### src/source/rv_defines.svh
`ifndef RV_DEFINES_SVH
`define RV_DEFINES_SVH

// datapath and address width
`define RV_XLEN 32

// register file address width
`define RV_RADDR_W 5

// value loaded into pipeline registers on reset and flush
`define RV_PIPE_RST '0

`endif

### src/source/rv_pkg.sv
`include "rv_defines.svh"

package rv_pkg;

	typedef enum logic [3:0] {
		alu_add    = 4'd0,
		alu_sub    = 4'd1,
		alu_sll    = 4'd2,
		alu_slt    = 4'd3,
		alu_sltu   = 4'd4,
		alu_xor    = 4'd5,
		alu_srl    = 4'd6,
		alu_sra    = 4'd7,
		alu_or     = 4'd8,
		alu_and    = 4'd9,
		alu_pass_b = 4'd10 // lui and csr reads
	} alu_op_e;

	typedef enum logic [1:0] {
		wb_alu = 2'd0,
		wb_mem = 2'd1,
		wb_pc4 = 2'd2,
		wb_csr = 2'd3
	} wb_sel_e;

	typedef enum logic [1:0] {
		fwd_reg = 2'd0,
		fwd_mem = 2'd1, // EX/MEM alu result
		fwd_wb  = 2'd2  // writeback data
	} fwd_sel_e;

	typedef struct packed {
		alu_op_e                alu_op;
		logic                   a_pc;    // operand a from pc
		logic                   b_imm;   // operand b from immediate
		logic                   csr_b;   // csr value replaces operand b
		logic                   br_un;
		logic                   mem_we;
		logic                   mem_req;
		wb_sel_e                wb_sel;
		logic                   reg_we;
		logic [`RV_RADDR_W-1:0] rd;
	} ex_ctrl_t;

endpackage

### src/source/ex_mem_if.sv
`timescale 1ns/1ps
`include "rv_defines.svh"

interface ex_mem_if;

	logic [`RV_XLEN-1:0]    alu;
	logic [`RV_XLEN-1:0]    rs2;       // forwarded store data
	logic [`RV_XLEN-1:0]    pc4;
	logic [`RV_XLEN-1:0]    csr_rdata;
	logic                   mem_we;
	logic                   mem_req;
	rv_pkg::wb_sel_e        wb_sel;
	logic                   reg_we;
	logic [`RV_RADDR_W-1:0] rd;

	modport stage (
		output alu, rs2, pc4, csr_rdata,
		output mem_we, mem_req,
		output wb_sel, reg_we, rd
	);

	// wb stage and forwarding unit
	modport sink (
		input alu, rs2, pc4, csr_rdata,
		input mem_we, mem_req,
		input wb_sel, reg_we, rd
	);

endinterface

### src/source/fwd_unit.sv
`timescale 1ns/1ps
`include "rv_defines.svh"

module fwd_unit (
	input  logic [`RV_RADDR_W-1:0] rs1_addr_i,
	input  logic [`RV_RADDR_W-1:0] rs2_addr_i,
	ex_mem_if.sink                 ex_mem,
	input  logic [`RV_RADDR_W-1:0] rd_wb_i,
	input  logic                   reg_we_wb_i,
	output rv_pkg::fwd_sel_e       fwd_a_o,
	output rv_pkg::fwd_sel_e       fwd_b_o
);

	function automatic rv_pkg::fwd_sel_e pick_src(input logic [`RV_RADDR_W-1:0] src);
		logic hit_mem;
		logic hit_wb;
		hit_mem = ex_mem.reg_we && (ex_mem.rd != '0) && (ex_mem.rd == src);
		hit_wb = reg_we_wb_i && (rd_wb_i != '0) && (rd_wb_i == src);
		if (hit_mem) begin
			return rv_pkg::fwd_mem; // youngest result wins
		end else if (hit_wb) begin
			return rv_pkg::fwd_wb;
		end
		return rv_pkg::fwd_reg;
	endfunction

	always_comb begin
		fwd_a_o = pick_src(rs1_addr_i);
		fwd_b_o = pick_src(rs2_addr_i);
	end

endmodule

### src/source/alu.sv
`timescale 1ns/1ps
`include "rv_defines.svh"

module alu (
	input  logic [`RV_XLEN-1:0] a_i,
	input  logic [`RV_XLEN-1:0] b_i,
	input  rv_pkg::alu_op_e     op_i,
	output logic [`RV_XLEN-1:0] result_o
);

	logic [4:0] shamt;
	logic       lt_s;
	logic       lt_u;

	assign shamt = b_i[4:0];
	assign lt_s = $signed(a_i) < $signed(b_i);
	assign lt_u = a_i < b_i;

	always_comb begin
		case (op_i)
			rv_pkg::alu_add:    result_o = a_i + b_i;
			rv_pkg::alu_sub:    result_o = a_i - b_i;
			rv_pkg::alu_sll:    result_o = a_i << shamt;
			rv_pkg::alu_slt:    result_o = {{(`RV_XLEN-1){1'b0}}, lt_s};
			rv_pkg::alu_sltu:   result_o = {{(`RV_XLEN-1){1'b0}}, lt_u};
			rv_pkg::alu_xor:    result_o = a_i ^ b_i;
			rv_pkg::alu_srl:    result_o = a_i >> shamt;
			rv_pkg::alu_sra:    result_o = $unsigned($signed(a_i) >>> shamt);
			rv_pkg::alu_or:     result_o = a_i | b_i;
			rv_pkg::alu_and:    result_o = a_i & b_i;
			rv_pkg::alu_pass_b: result_o = b_i; // lui, csr read
			default:            result_o = '0;
		endcase
	end

endmodule

### src/source/br_comp.sv
`timescale 1ns/1ps
`include "rv_defines.svh"

module br_comp (
	input  logic [`RV_XLEN-1:0] a_i,
	input  logic [`RV_XLEN-1:0] b_i,
	input  logic                br_un_i,
	output logic                br_eq_o,
	output logic                br_lt_o
);

	logic lt_s;
	logic lt_u;

	assign lt_s = $signed(a_i) < $signed(b_i);
	assign lt_u = a_i < b_i;

	assign br_eq_o = (a_i == b_i);
	assign br_lt_o = br_un_i ? lt_u : lt_s; // bltu/bgeu vs blt/bge

endmodule

### src/source/ex_stage.sv
`timescale 1ns/1ps
`include "rv_defines.svh"

module ex_stage (
	input  logic                   clk_i,
	input  logic                   rst_ni,
	input  logic                   enable_i,
	input  logic                   flush_i,
	input  logic [`RV_XLEN-1:0]    rs1_i,
	input  logic [`RV_XLEN-1:0]    rs2_i,
	input  logic [`RV_XLEN-1:0]    imm_i,
	input  logic [`RV_XLEN-1:0]    pc_i,
	input  logic [`RV_XLEN-1:0]    pc4_i,
	input  logic [`RV_XLEN-1:0]    csr_rdata_i,
	input  rv_pkg::ex_ctrl_t       ctrl_i,
	input  rv_pkg::fwd_sel_e       fwd_a_i,
	input  rv_pkg::fwd_sel_e       fwd_b_i,
	input  logic [`RV_XLEN-1:0]    data_wb_i,
	ex_mem_if.stage                ex_mem,
	output logic [`RV_XLEN-1:0]    alu_o,
	output logic                   br_eq_o,
	output logic                   br_lt_o
);

	logic [`RV_XLEN-1:0]    rs1_fwd, rs2_fwd;
	logic [`RV_XLEN-1:0]    op_a, op_b;
	logic [`RV_XLEN-1:0]    alu_q, rs2_q, pc4_q, csr_q;
	logic                   mem_we_q, mem_req_q, reg_we_q;
	rv_pkg::wb_sel_e        wb_sel_q;
	logic [`RV_RADDR_W-1:0] rd_q;

	function automatic logic [`RV_XLEN-1:0] fwd_mux(input rv_pkg::fwd_sel_e sel,
			input logic [`RV_XLEN-1:0] reg_val, input logic [`RV_XLEN-1:0] mem_val,
			input logic [`RV_XLEN-1:0] wb_val);
		case (sel)
			rv_pkg::fwd_mem: return mem_val;
			rv_pkg::fwd_wb:  return wb_val;
			default:         return reg_val;
		endcase
	endfunction

	assign rs1_fwd = fwd_mux(fwd_a_i, rs1_i, alu_q, data_wb_i);
	assign rs2_fwd = fwd_mux(fwd_b_i, rs2_i, alu_q, data_wb_i);

	assign op_a = ctrl_i.a_pc ? pc_i : rs1_fwd;
	// csr read value overrides the immediate and register choice
	assign op_b = ctrl_i.csr_b ? csr_rdata_i : (ctrl_i.b_imm ? imm_i : rs2_fwd);

	alu u_alu (
		.a_i      (op_a),
		.b_i      (op_b),
		.op_i     (ctrl_i.alu_op),
		.result_o (alu_o)
	);

	br_comp u_br_comp (
		.a_i     (rs1_fwd), // compare register values, not pc/imm
		.b_i     (rs2_fwd),
		.br_un_i (ctrl_i.br_un),
		.br_eq_o (br_eq_o),
		.br_lt_o (br_lt_o)
	);

	always_ff @(posedge clk_i or negedge rst_ni) begin
		if (!rst_ni) begin
			alu_q     <= `RV_PIPE_RST;
			rs2_q     <= `RV_PIPE_RST;
			pc4_q     <= `RV_PIPE_RST;
			csr_q     <= `RV_PIPE_RST;
			mem_we_q  <= 1'b0;
			mem_req_q <= 1'b0;
			wb_sel_q  <= rv_pkg::wb_alu;
			reg_we_q  <= 1'b0;
			rd_q      <= '0;
		end else if (enable_i) begin
			if (flush_i) begin // bubble
				alu_q     <= `RV_PIPE_RST;
				rs2_q     <= `RV_PIPE_RST;
				pc4_q     <= `RV_PIPE_RST;
				csr_q     <= `RV_PIPE_RST;
				mem_we_q  <= 1'b0;
				mem_req_q <= 1'b0;
				wb_sel_q  <= rv_pkg::wb_alu;
				reg_we_q  <= 1'b0;
				rd_q      <= '0;
			end else begin
				alu_q     <= alu_o;
				rs2_q     <= rs2_fwd; // store data after forwarding
				pc4_q     <= pc4_i;
				csr_q     <= csr_rdata_i;
				mem_we_q  <= ctrl_i.mem_we;
				mem_req_q <= ctrl_i.mem_req;
				wb_sel_q  <= ctrl_i.wb_sel;
				reg_we_q  <= ctrl_i.reg_we;
				rd_q      <= ctrl_i.rd;
			end
		end
	end

	assign ex_mem.alu       = alu_q;
	assign ex_mem.rs2       = rs2_q;
	assign ex_mem.pc4       = pc4_q;
	assign ex_mem.csr_rdata = csr_q;
	assign ex_mem.mem_we    = mem_we_q;
	assign ex_mem.mem_req   = mem_req_q;
	assign ex_mem.wb_sel    = wb_sel_q;
	assign ex_mem.reg_we    = reg_we_q;
	assign ex_mem.rd        = rd_q;

endmodule

### src/source/wb_stage.sv
`timescale 1ns/1ps
`include "rv_defines.svh"

module wb_stage (
	input  logic                   clk_i,
	input  logic                   rst_ni,
	input  logic                   enable_i,
	ex_mem_if.sink                 ex_mem,
	input  logic [`RV_XLEN-1:0]    mem_rdata_i,
	output logic [`RV_XLEN-1:0]    data_wb_o,
	output logic [`RV_RADDR_W-1:0] rd_wb_o,
	output logic                   reg_we_wb_o
);

	logic [`RV_XLEN-1:0]    wb_data;
	logic [`RV_XLEN-1:0]    data_q;
	logic [`RV_RADDR_W-1:0] rd_q;
	logic                   reg_we_q;

	always_comb begin
		case (ex_mem.wb_sel)
			rv_pkg::wb_mem: wb_data = mem_rdata_i; // load result
			rv_pkg::wb_pc4: wb_data = ex_mem.pc4;  // jal/jalr link
			rv_pkg::wb_csr: wb_data = ex_mem.csr_rdata;
			default:        wb_data = ex_mem.alu;
		endcase
	end

	// frozen together with EX/MEM on a stall
	always_ff @(posedge clk_i or negedge rst_ni) begin
		if (!rst_ni) begin
			data_q   <= `RV_PIPE_RST;
			rd_q     <= '0;
			reg_we_q <= 1'b0;
		end else if (enable_i) begin
			data_q   <= wb_data;
			rd_q     <= ex_mem.rd;
			reg_we_q <= ex_mem.reg_we;
		end
	end

	assign data_wb_o   = data_q;
	assign rd_wb_o     = rd_q;
	assign reg_we_wb_o = reg_we_q;

endmodule

### src/source/ex_top.sv
`timescale 1ns/1ps
`include "rv_defines.svh"

module ex_top (
	input  logic                   clk_i,
	input  logic                   rst_ni,
	input  logic                   enable_i,
	input  logic                   flush_i,
	input  logic [`RV_RADDR_W-1:0] rs1_addr_i,
	input  logic [`RV_RADDR_W-1:0] rs2_addr_i,
	input  logic [`RV_XLEN-1:0]    rs1_i,
	input  logic [`RV_XLEN-1:0]    rs2_i,
	input  logic [`RV_XLEN-1:0]    imm_i,
	input  logic [`RV_XLEN-1:0]    pc_i,
	input  logic [`RV_XLEN-1:0]    pc4_i,
	input  logic [`RV_XLEN-1:0]    csr_rdata_i,
	input  rv_pkg::ex_ctrl_t       ctrl_i,
	input  logic [`RV_XLEN-1:0]    mem_rdata_i,
	output logic [`RV_XLEN-1:0]    alu_o,
	output logic                   br_eq_o,
	output logic                   br_lt_o,
	output logic [`RV_XLEN-1:0]    alu_mem_o,
	output logic [`RV_XLEN-1:0]    rs2_mem_o,
	output logic                   mem_we_o,
	output logic                   mem_req_o,
	output logic [`RV_XLEN-1:0]    data_wb_o,
	output logic [`RV_RADDR_W-1:0] rd_wb_o,
	output logic                   reg_we_wb_o
);

	rv_pkg::fwd_sel_e fwd_a;
	rv_pkg::fwd_sel_e fwd_b;

	ex_mem_if ex_mem ();

	fwd_unit u_fwd (
		.rs1_addr_i  (rs1_addr_i),
		.rs2_addr_i  (rs2_addr_i),
		.ex_mem      (ex_mem.sink),
		.rd_wb_i     (rd_wb_o),
		.reg_we_wb_i (reg_we_wb_o),
		.fwd_a_o     (fwd_a),
		.fwd_b_o     (fwd_b)
	);

	ex_stage u_ex (
		.clk_i       (clk_i),
		.rst_ni      (rst_ni),
		.enable_i    (enable_i),
		.flush_i     (flush_i),
		.rs1_i       (rs1_i),
		.rs2_i       (rs2_i),
		.imm_i       (imm_i),
		.pc_i        (pc_i),
		.pc4_i       (pc4_i),
		.csr_rdata_i (csr_rdata_i),
		.ctrl_i      (ctrl_i),
		.fwd_a_i     (fwd_a),
		.fwd_b_i     (fwd_b),
		.data_wb_i   (data_wb_o), // writeback feedback
		.ex_mem      (ex_mem.stage),
		.alu_o       (alu_o),
		.br_eq_o     (br_eq_o),
		.br_lt_o     (br_lt_o)
	);

	wb_stage u_wb (
		.clk_i       (clk_i),
		.rst_ni      (rst_ni),
		.enable_i    (enable_i),
		.ex_mem      (ex_mem.sink),
		.mem_rdata_i (mem_rdata_i),
		.data_wb_o   (data_wb_o),
		.rd_wb_o     (rd_wb_o),
		.reg_we_wb_o (reg_we_wb_o)
	);

	// data memory request side
	assign alu_mem_o = ex_mem.alu;
	assign rs2_mem_o = ex_mem.rs2;
	assign mem_we_o  = ex_mem.mem_we;
	assign mem_req_o = ex_mem.mem_req;

endmodule

### config.mk
export PLATFORM = sky130hd
export DESIGN_NAME = ex_top
export DESIGN_NICKNAME = d
export VERILOG_FILES = /design/src/source/rv_pkg.sv /design/src/source/ex_mem_if.sv /design/src/source/fwd_unit.sv /design/src/source/alu.sv /design/src/source/br_comp.sv /design/src/source/ex_stage.sv /design/src/source/wb_stage.sv /design/src/source/ex_top.sv
export VERILOG_INCLUDE_DIRS = /design/src /design/src/source
export SDC_FILE = /design/constraint.sdc
export NUM_CORES = 1
export LEC_CHECK = 0
export BUFFER_PORTS_ARGS = -buffer_cell sky130_fd_sc_hd__clkbuf_2
export CAP_MARGIN = 20
export CORE_MARGIN = 10
export CORE_UTILIZATION = 29
export DETAILED_ROUTE_END_ITERATION = 7
export PLACE_DENSITY_LB_ADDON = 0.3
export SLEW_MARGIN = 10
export SYNTH_ARGS = -nofsm -noshare
export SYNTH_HDL_FRONTEND = slang
export SYNTH_SLANG_ARGS = --single-unit
### constraint.sdc
create_clock -name clk_i -period 6.7 [get_ports clk_i]
set_input_delay 0.335 -clock clk_i [delete_from_list [all_inputs] [get_ports clk_i]]
set_output_delay 0.335 -clock clk_i [all_outputs]
set_load 0.02 [all_outputs]
==> results of run 1 <==
[power breakdown]
part	total [µW]	switching (µW)	internal [µW]
sequential	1400	217	1180
clock	1130	612	518
combinational	2770	1800	966
[cells in the mapped netlist, types with 23 or more instances]
master	n	area [µm²]
nor3_1	77	385
ha_1	136	1700
nand2_1	210	788
a31o_2	84	736
a22o_1	24	210
a21o_1	39	293
a211oi_1	73	548
nor2_1	130	488
o22ai_1	32	200
nor2b_1	97	607
buf_2	57	285
mux2i_1	123	1230
buf_1	24	90.1
xnor2_1	33	289
mux2_2	67	754
nand4_1	23	144
dfrtp_1	176	4400
inv_1	88	330
clkbuf_1	122	458
o211ai_1	49	368
a31oi_1	69	432
a221oi_1	28	245
o221ai_1	28	245
o2bb2ai_1	34	298
o21ai_0	141	706
mux4_2	35	788
a22oi_1	24	180
a21oi_1	151	756
nand3_1	83	415
[kinds of logic (layout without fill, tap and decap cells)]
kind of cell | after synthesis | count (layout) | synth area share [%]
xor+xnor | 40 | 40 | 1.64
buf+inv | 321 | 714 | 6.28
simple gates | 722 | 722 | 16.5
compound gates | 988 | 988 | 32.8
other cells | 0 | 6 | 0
fa+ha+maj | 138 | 138 | 8.13
mux | 239 | 239 | 14.1
flops | 176 | 176 | 20.6
[routing by layer]
metal  vias to the layer above  wire length, µm  GRT usage (%)
li1                      10800                -              -
met1                     12600            55500           39.8
met2                      1732            59100           45.6
met3                       325            13500           6.47
met4                        10             7000           13.6
met5                         -               71              0
[timing repair]
item / 4_1_cts / 5_1_grt
hold buffers: 1 / 0
setup endpoints to repair: 7 / 17
setup buffers: 0 / 9
resized for setup: 17 / 56
pin swaps: 0 / 10
endpoints found under the hold margin: 65 / 0
[through the flow]
step	worst slack [ns]	util, %	power [µW]	std cells
after floorplan	0.608	-	2850	2624
after global placement	0.283	34.3	4040	3934
after detailed placement	0.179	34.3	4020	3934
after CTS	0.0381	35.3	5160	3967
after global routing	-0.0769	35.7	5450	3981
final	0.0489	35.7	5300	3982
[worst max-delay path by stage]
stage,start,endpoint,cells after the start,slack [ns]
3_5_place_dp,u_wb.rd_wb_o[0]$_DFFE_PN0P_,alu_o[29],23,0.18
6_report,u_wb.rd_wb_o[0]$_DFFE_PN0P_,alu_o[8],13,0.05
3_3_place_gp,u_wb.rd_wb_o[0]$_DFFE_PN0P_,alu_o[29],23,0.28
5_1_grt,u_wb.rd_wb_o[0]$_DFFE_PN0P_,alu_o[21],24,-0.08
2_1_floorplan,u_wb.rd_wb_o[1]$_DFFE_PN0P_,alu_o[29],26,0.61
4_1_cts,u_wb.rd_wb_o[0]$_DFFE_PN0P_,alu_o[21],25,0.04
[cells in the final DEF (no fill, tap or decap), types with 32 or more instances in the layout]
master and count:
a211oi_1 70, a21o_1 39, a21oi_1 143, a31o_2 84, a31oi_1 67, buf_4 178
clkbuf_2 390, dfrtp_1 175, ha_1 129, inv_1 85, mux2_2 67, mux2i_1 119
mux4_2 35, nand2_1 208, nand3_1 83, nor2_1 126, nor2b_1 97, nor3_1 74
o211ai_1 49, o21ai_0 134, o22ai_1 32, o2bb2ai_1 34, xnor2_1 33
[sequential cells by signal, summed over array words and instances (netlist names)]
signal,flops
u_wb.reg_we_wb_o,1
u_ex.ex_mem.rs2,32
u_ex.ex_mem.pc4,32
u_ex.ex_mem.mem_we,1
u_wb.data_wb_o,32
u_ex.ex_mem.rd,5
u_ex.ex_mem.mem_req,1
u_ex.ex_mem.wb_sel,2
u_ex.ex_mem.alu,32
u_ex.ex_mem.csr_rdata,32
u_ex.ex_mem.reg_we,1
u_wb.rd_wb_o,5
[area by class of cell]
type                       count  area [µm²]
fill                        7762       47000
multi-input combinational   2127       16000
sequential                   176        4410
timing repair buffer         578        3440
tap                          959        1200
clock buffer                  17         425
inverter                     104         393
clock inverter                15         209
antenna                        6        15.0
[critical path, stage by stage (launching register included)]
cell      delay [ns]
dfrtp_1         0.45
or4_4           0.60
o211ai_2        0.22
buf_6           0.27
o21ai_0         0.26
a311oi_1        0.93
a21o_1          0.27
inv_1           0.18
a21boi_1        0.38
nand2_1         0.10
a31oi_1         0.66
a211oi_1        0.30
o31ai_1         0.89
clkbuf_2        0.32
==> flow_summary.toml, run 1 <==
[sta]
finalCritPeriodShare_pct = 99.3
worstMarginPinSlew_ns = 1.29
finalHoldViolations = 0
clock_skew_ns = 0.0318
setup_viol = 0
drv_slew = 0
rsz0062_at_grt = "true"
hold_slack_ns = 0.102
fin_crit_ns = 6.65
fmax_ghz = 0.150
slew_headroom_pct = 13.5
fin_setup_tns_ns = 0

[cts]
clock_latency_ns = 0.48
clk_pin_slew_ns = 0.09
cts_buffers = 17
cts_buffer_depth = 2
cts_sinks = 176
tritoncts = "done"
clockRootBuffer = "clkbuf_16"
htree_levels = 4

[logic_synthesis]
syn_nets = 3018
synth-edff-count = 0
synth_cell_types = 96
ys_seq_area_share_pct = 20.6
synth_warnings = 0
synthArstFlopShare_pct = 100
ys_ff_latch = 176
syn_inst = 2624
syn_area_per_cell_um2 = 8.16
ys.flop_type = "dfrtp_1"
synth_area_mm2 = 0.0214

[worst_setup_path]
rr_startpoint = "u_wb.rd_wb_o[0]$_DFFE_PN0P_"
critPathKind = "reg2out"
r2r-end = "u_ex.ex_mem.alu[26]$_DFFE_PN0P_"
ff2ff_path_depth = 25
path_max_fanout = 23
required_ns = 6.36
critPathArrivalTime_ns = 6.32
critPathCaptureType = "primary output"
r2r_slack_ns = 0.52
cp-start-kind = "flip-flop"

[route]
vias = 25500
viasPerCell = 6.40
ant_nets = 0
drtIter0Drc = 3429
drt_wl_total_mm = 135
routedWlPerCell_um = 34.0
dr.pass1.iters = 7
drcViolationCount = 0

[final_layout]
nets = 3398
finalInstanceArea_mm2 = 0.0261
layout-drive-gt1-share_pct = 30.6
area_delta_synth_final_pct = 21.7

[pwr]
leakage_uw = 0.0116
powerDensity_mw_per_mm2 = 203
vdd_drop_max_mv = 0.180

[floorplan]
dieArea_mm2 = 0.0852
core_area_mm2 = 0.0731
die_x_um = 292
rows = 99
start_util_pct = 29.3
die_h_um = 292
ios = 394

[hold_path]
hp-start = "pc4_i[22]"
hold_depth = 2
hold_class = "in2reg"
holdPathEnd = "u_ex.ex_mem.pc4[22]$_DFFE_PN0P_"

[flow_run]
maxCapViolCount = 0

[placed_design]
place.gp.congestion = 1.05
place.detailed.hpwl_mm = 108
dpl_cell_area_mm2 = 0.0251
port_buffers = 393

[outcome]
status = "finished, final reports clean"

[global_route]
grt_overflow = 0
antenna_found_initial = 11
grtUsageTotal_pct = 29.9
grt_max_degree = 86
grt_pass1_vias = 24100
grt_pass1_wl_mm = 188
Power figures use the tool's default switching activity.
==> run 2, diff against run 1 <==
clock period = 8.1 ns   (was 6.7 ns; I/O delays follow)
==> flow_summary.toml, run 2 (same netlist as run 1, synthesis figures left out) <==
[route]
drcViolationCount = 0
dr.pass1.iters = 6
drt_wl_total_mm = 137
vias = 25400
drtIter0Drc = 3647
ant_nets = 0
viasPerCell = 6.49
routedWlPerCell_um = 34.9

[global_route]
met1_usage_pct = 39.8
use_met2_pct = 46.4
grt_max_degree = 92
grt_pass1_vias = 24000
grt_overflow = 0
busiest_layer = "met2"
grt_pass1_wl_mm = 189
grtUsageTotal_pct = 30.3
use_met3_pct = 6.56
antenna_found_initial = 16

[placed_design]
place.gp.congestion = 1.06
port_buffers = 393
place.detailed.hpwl_mm = 108

[final_layout]
fin_util_pct = 34.5
nets = 3323
fill_cells = 7836
final_common_cell = "clkbuf_2"
layout-drive-gt1-share_pct = 27.3
area_delta_synth_final_pct = 17.7
final_cell_mix = "clkbuf_2, nand2_1, dfrtp_1, a21oi_1, o21ai_0"

[floorplan]
dieArea_mm2 = 0.0852
start_util_pct = 29.3
ios = 394
die_h_um = 292
die_x_um = 292
rows = 99
core_area_mm2 = 0.0731

[worst_setup_path]
cpLargestDelayFamily = "compound AO/OA/AOI/OAI gates"
crit_path_top_delay_cell = "or4_4"
path_max_fanout = 23
worstPathCellList = "or4_4 -> o211ai_2 -> or2_2 -> buf_4 -> mux2i_1 -> o211ai_1 -> o21ai_0 -> inv_1 -> ha_1 -> inv_1 -> a2111oi_1 -> o2111ai_1 -> and3_1 -> o31a_1 -> a41o_1 -> a22o_1 -> a2111oi_0 -> buf_4 -> o211a_1 -> nand2_1 -> clkbuf_2"
cp-start-kind = "flip-flop"
slowest_delay_ns = 0.56
critPathCaptureType = "primary output"
critPathArrivalTime_ns = 7.32
required_ns = 7.70
critPathKind = "reg2out"
critPathBufInv = 5

[pwr]
vdd_drop_max_mv = 0.152
internal_power_uw = 2130
powerDensity_mw_per_mm2 = 170
p_sw_share_pct = 50.1
power.clock.fraction_pct = 20.9
leakage_uw = 0.0112
power.switching_uw = 2140
pwr-share-seq_pct = 27.1
p_comb_share_pct = 52.0

[cts]
clk_pin_slew_ns = 0.08
htree_levels = 4
cts_buffers = 17
cts_buffer_depth = 2
clock_latency_ns = 0.48
clockRootBuffer = "clkbuf_16"
cts_sinks = 176
tritoncts = "done"

[sta]
rsz0062_at_grt = "false"
finalHoldViolations = 5
clock_skew_ns = 0.0257
finalCritPeriodShare_pct = 95.4
drv_slew = 0
fin_crit_ns = 7.73
setup_viol = 0
fin_setup_tns_ns = 0
slew_headroom_pct = 13.6
fmax_ghz = 0.129
hold_slack_ns = -0.0133
worstMarginPinSlew_ns = 1.30

[flow_run]
maxCapViolCount = 0

[outcome]
status = "complete, but fails checks"
violations = "hold timing"

[hold_path]
hold_class = "in2async"
-- run 2: power by group through the flow --
stage	combinational, µW	clock, µW	sequential, µW
finish	2220	894	1160
global route	2320	932	1160
CTS	2150	903	1150
detailed placement	2140	0	1170
global placement	2160	0	1170
floorplan	1200	0	1160
-- run 2: worst paths after layout --
path / start / end / slack, ns / depth (start not counted)
worst max register to register: u_ex.ex_mem.rd[2]$_DFFE_PN0P_ / u_ex.ex_mem.alu[0]$_DFFE_PN0P_ / 1.22 / 21
worst max-delay path: u_ex.ex_mem.rd[2]$_DFFE_PN0P_ / alu_o[25] / 0.37 / 21
max in group asynchronous: rst_ni / u_ex.ex_mem.rs2[21]$_DFFE_PN0P_ / 6.15 / 3
worst min-delay path: rst_ni / u_ex.ex_mem.pc4[1]$_DFFE_PN0P_ / -0.01 / 1
min in group clk_i: ctrl_i[3] / u_ex.ex_mem.rd[3]$_DFFE_PN0P_ / 0.17 / 2
worst min register to register: u_ex.ex_mem.csr_rdata[18]$_DFFE_PN0P_ / u_ex.ex_mem.csr_rdata[18]$_DFFE_PN0P_ / 0.49 / 2
-- run 2: stage by stage --
step	total power [µW]	setup slack [ns]	area, µm²	std cells
2_1_floorplan	2360	1.94	21400	2624
3_3_place_gp	3330	0.953	24500	3867
3_5_place_dp	3310	0.728	24500	3867
4_1_cts	4200	0.279	25100	3899
5_1_grt	4410	0.0933	25200	3913
6_report	4270	0.375	25200	3915
-- run 2: timing repair --
item | CTS | global route
resized for setup | 0 | 3
buffers inserted | 0 | 2
hold buffers | 0 | 0
setup endpoints to repair | 0 | 10
-- run 2: layer usage --
metal | up-vias | part of all wire (%)
li1 | 10700 | -
met1 | 12600 | 40
met2 | 1770 | 44
met3 | 316 | 10
met4 | 6 | 5.3
met5 | - | 0.028
-- run 2: layout make-up --
cell class	instances	area (µm²)	area share, %
antenna	14	35.0	0.139
clock inverter	15	174	0.690
multi-input combinational	2127	15700	62.5
clock buffer	17	425	1.69
timing repair buffer	503	2830	11.2
sequential	176	4410	17.5
tap	959	1200	4.76
inverter	104	393	1.56
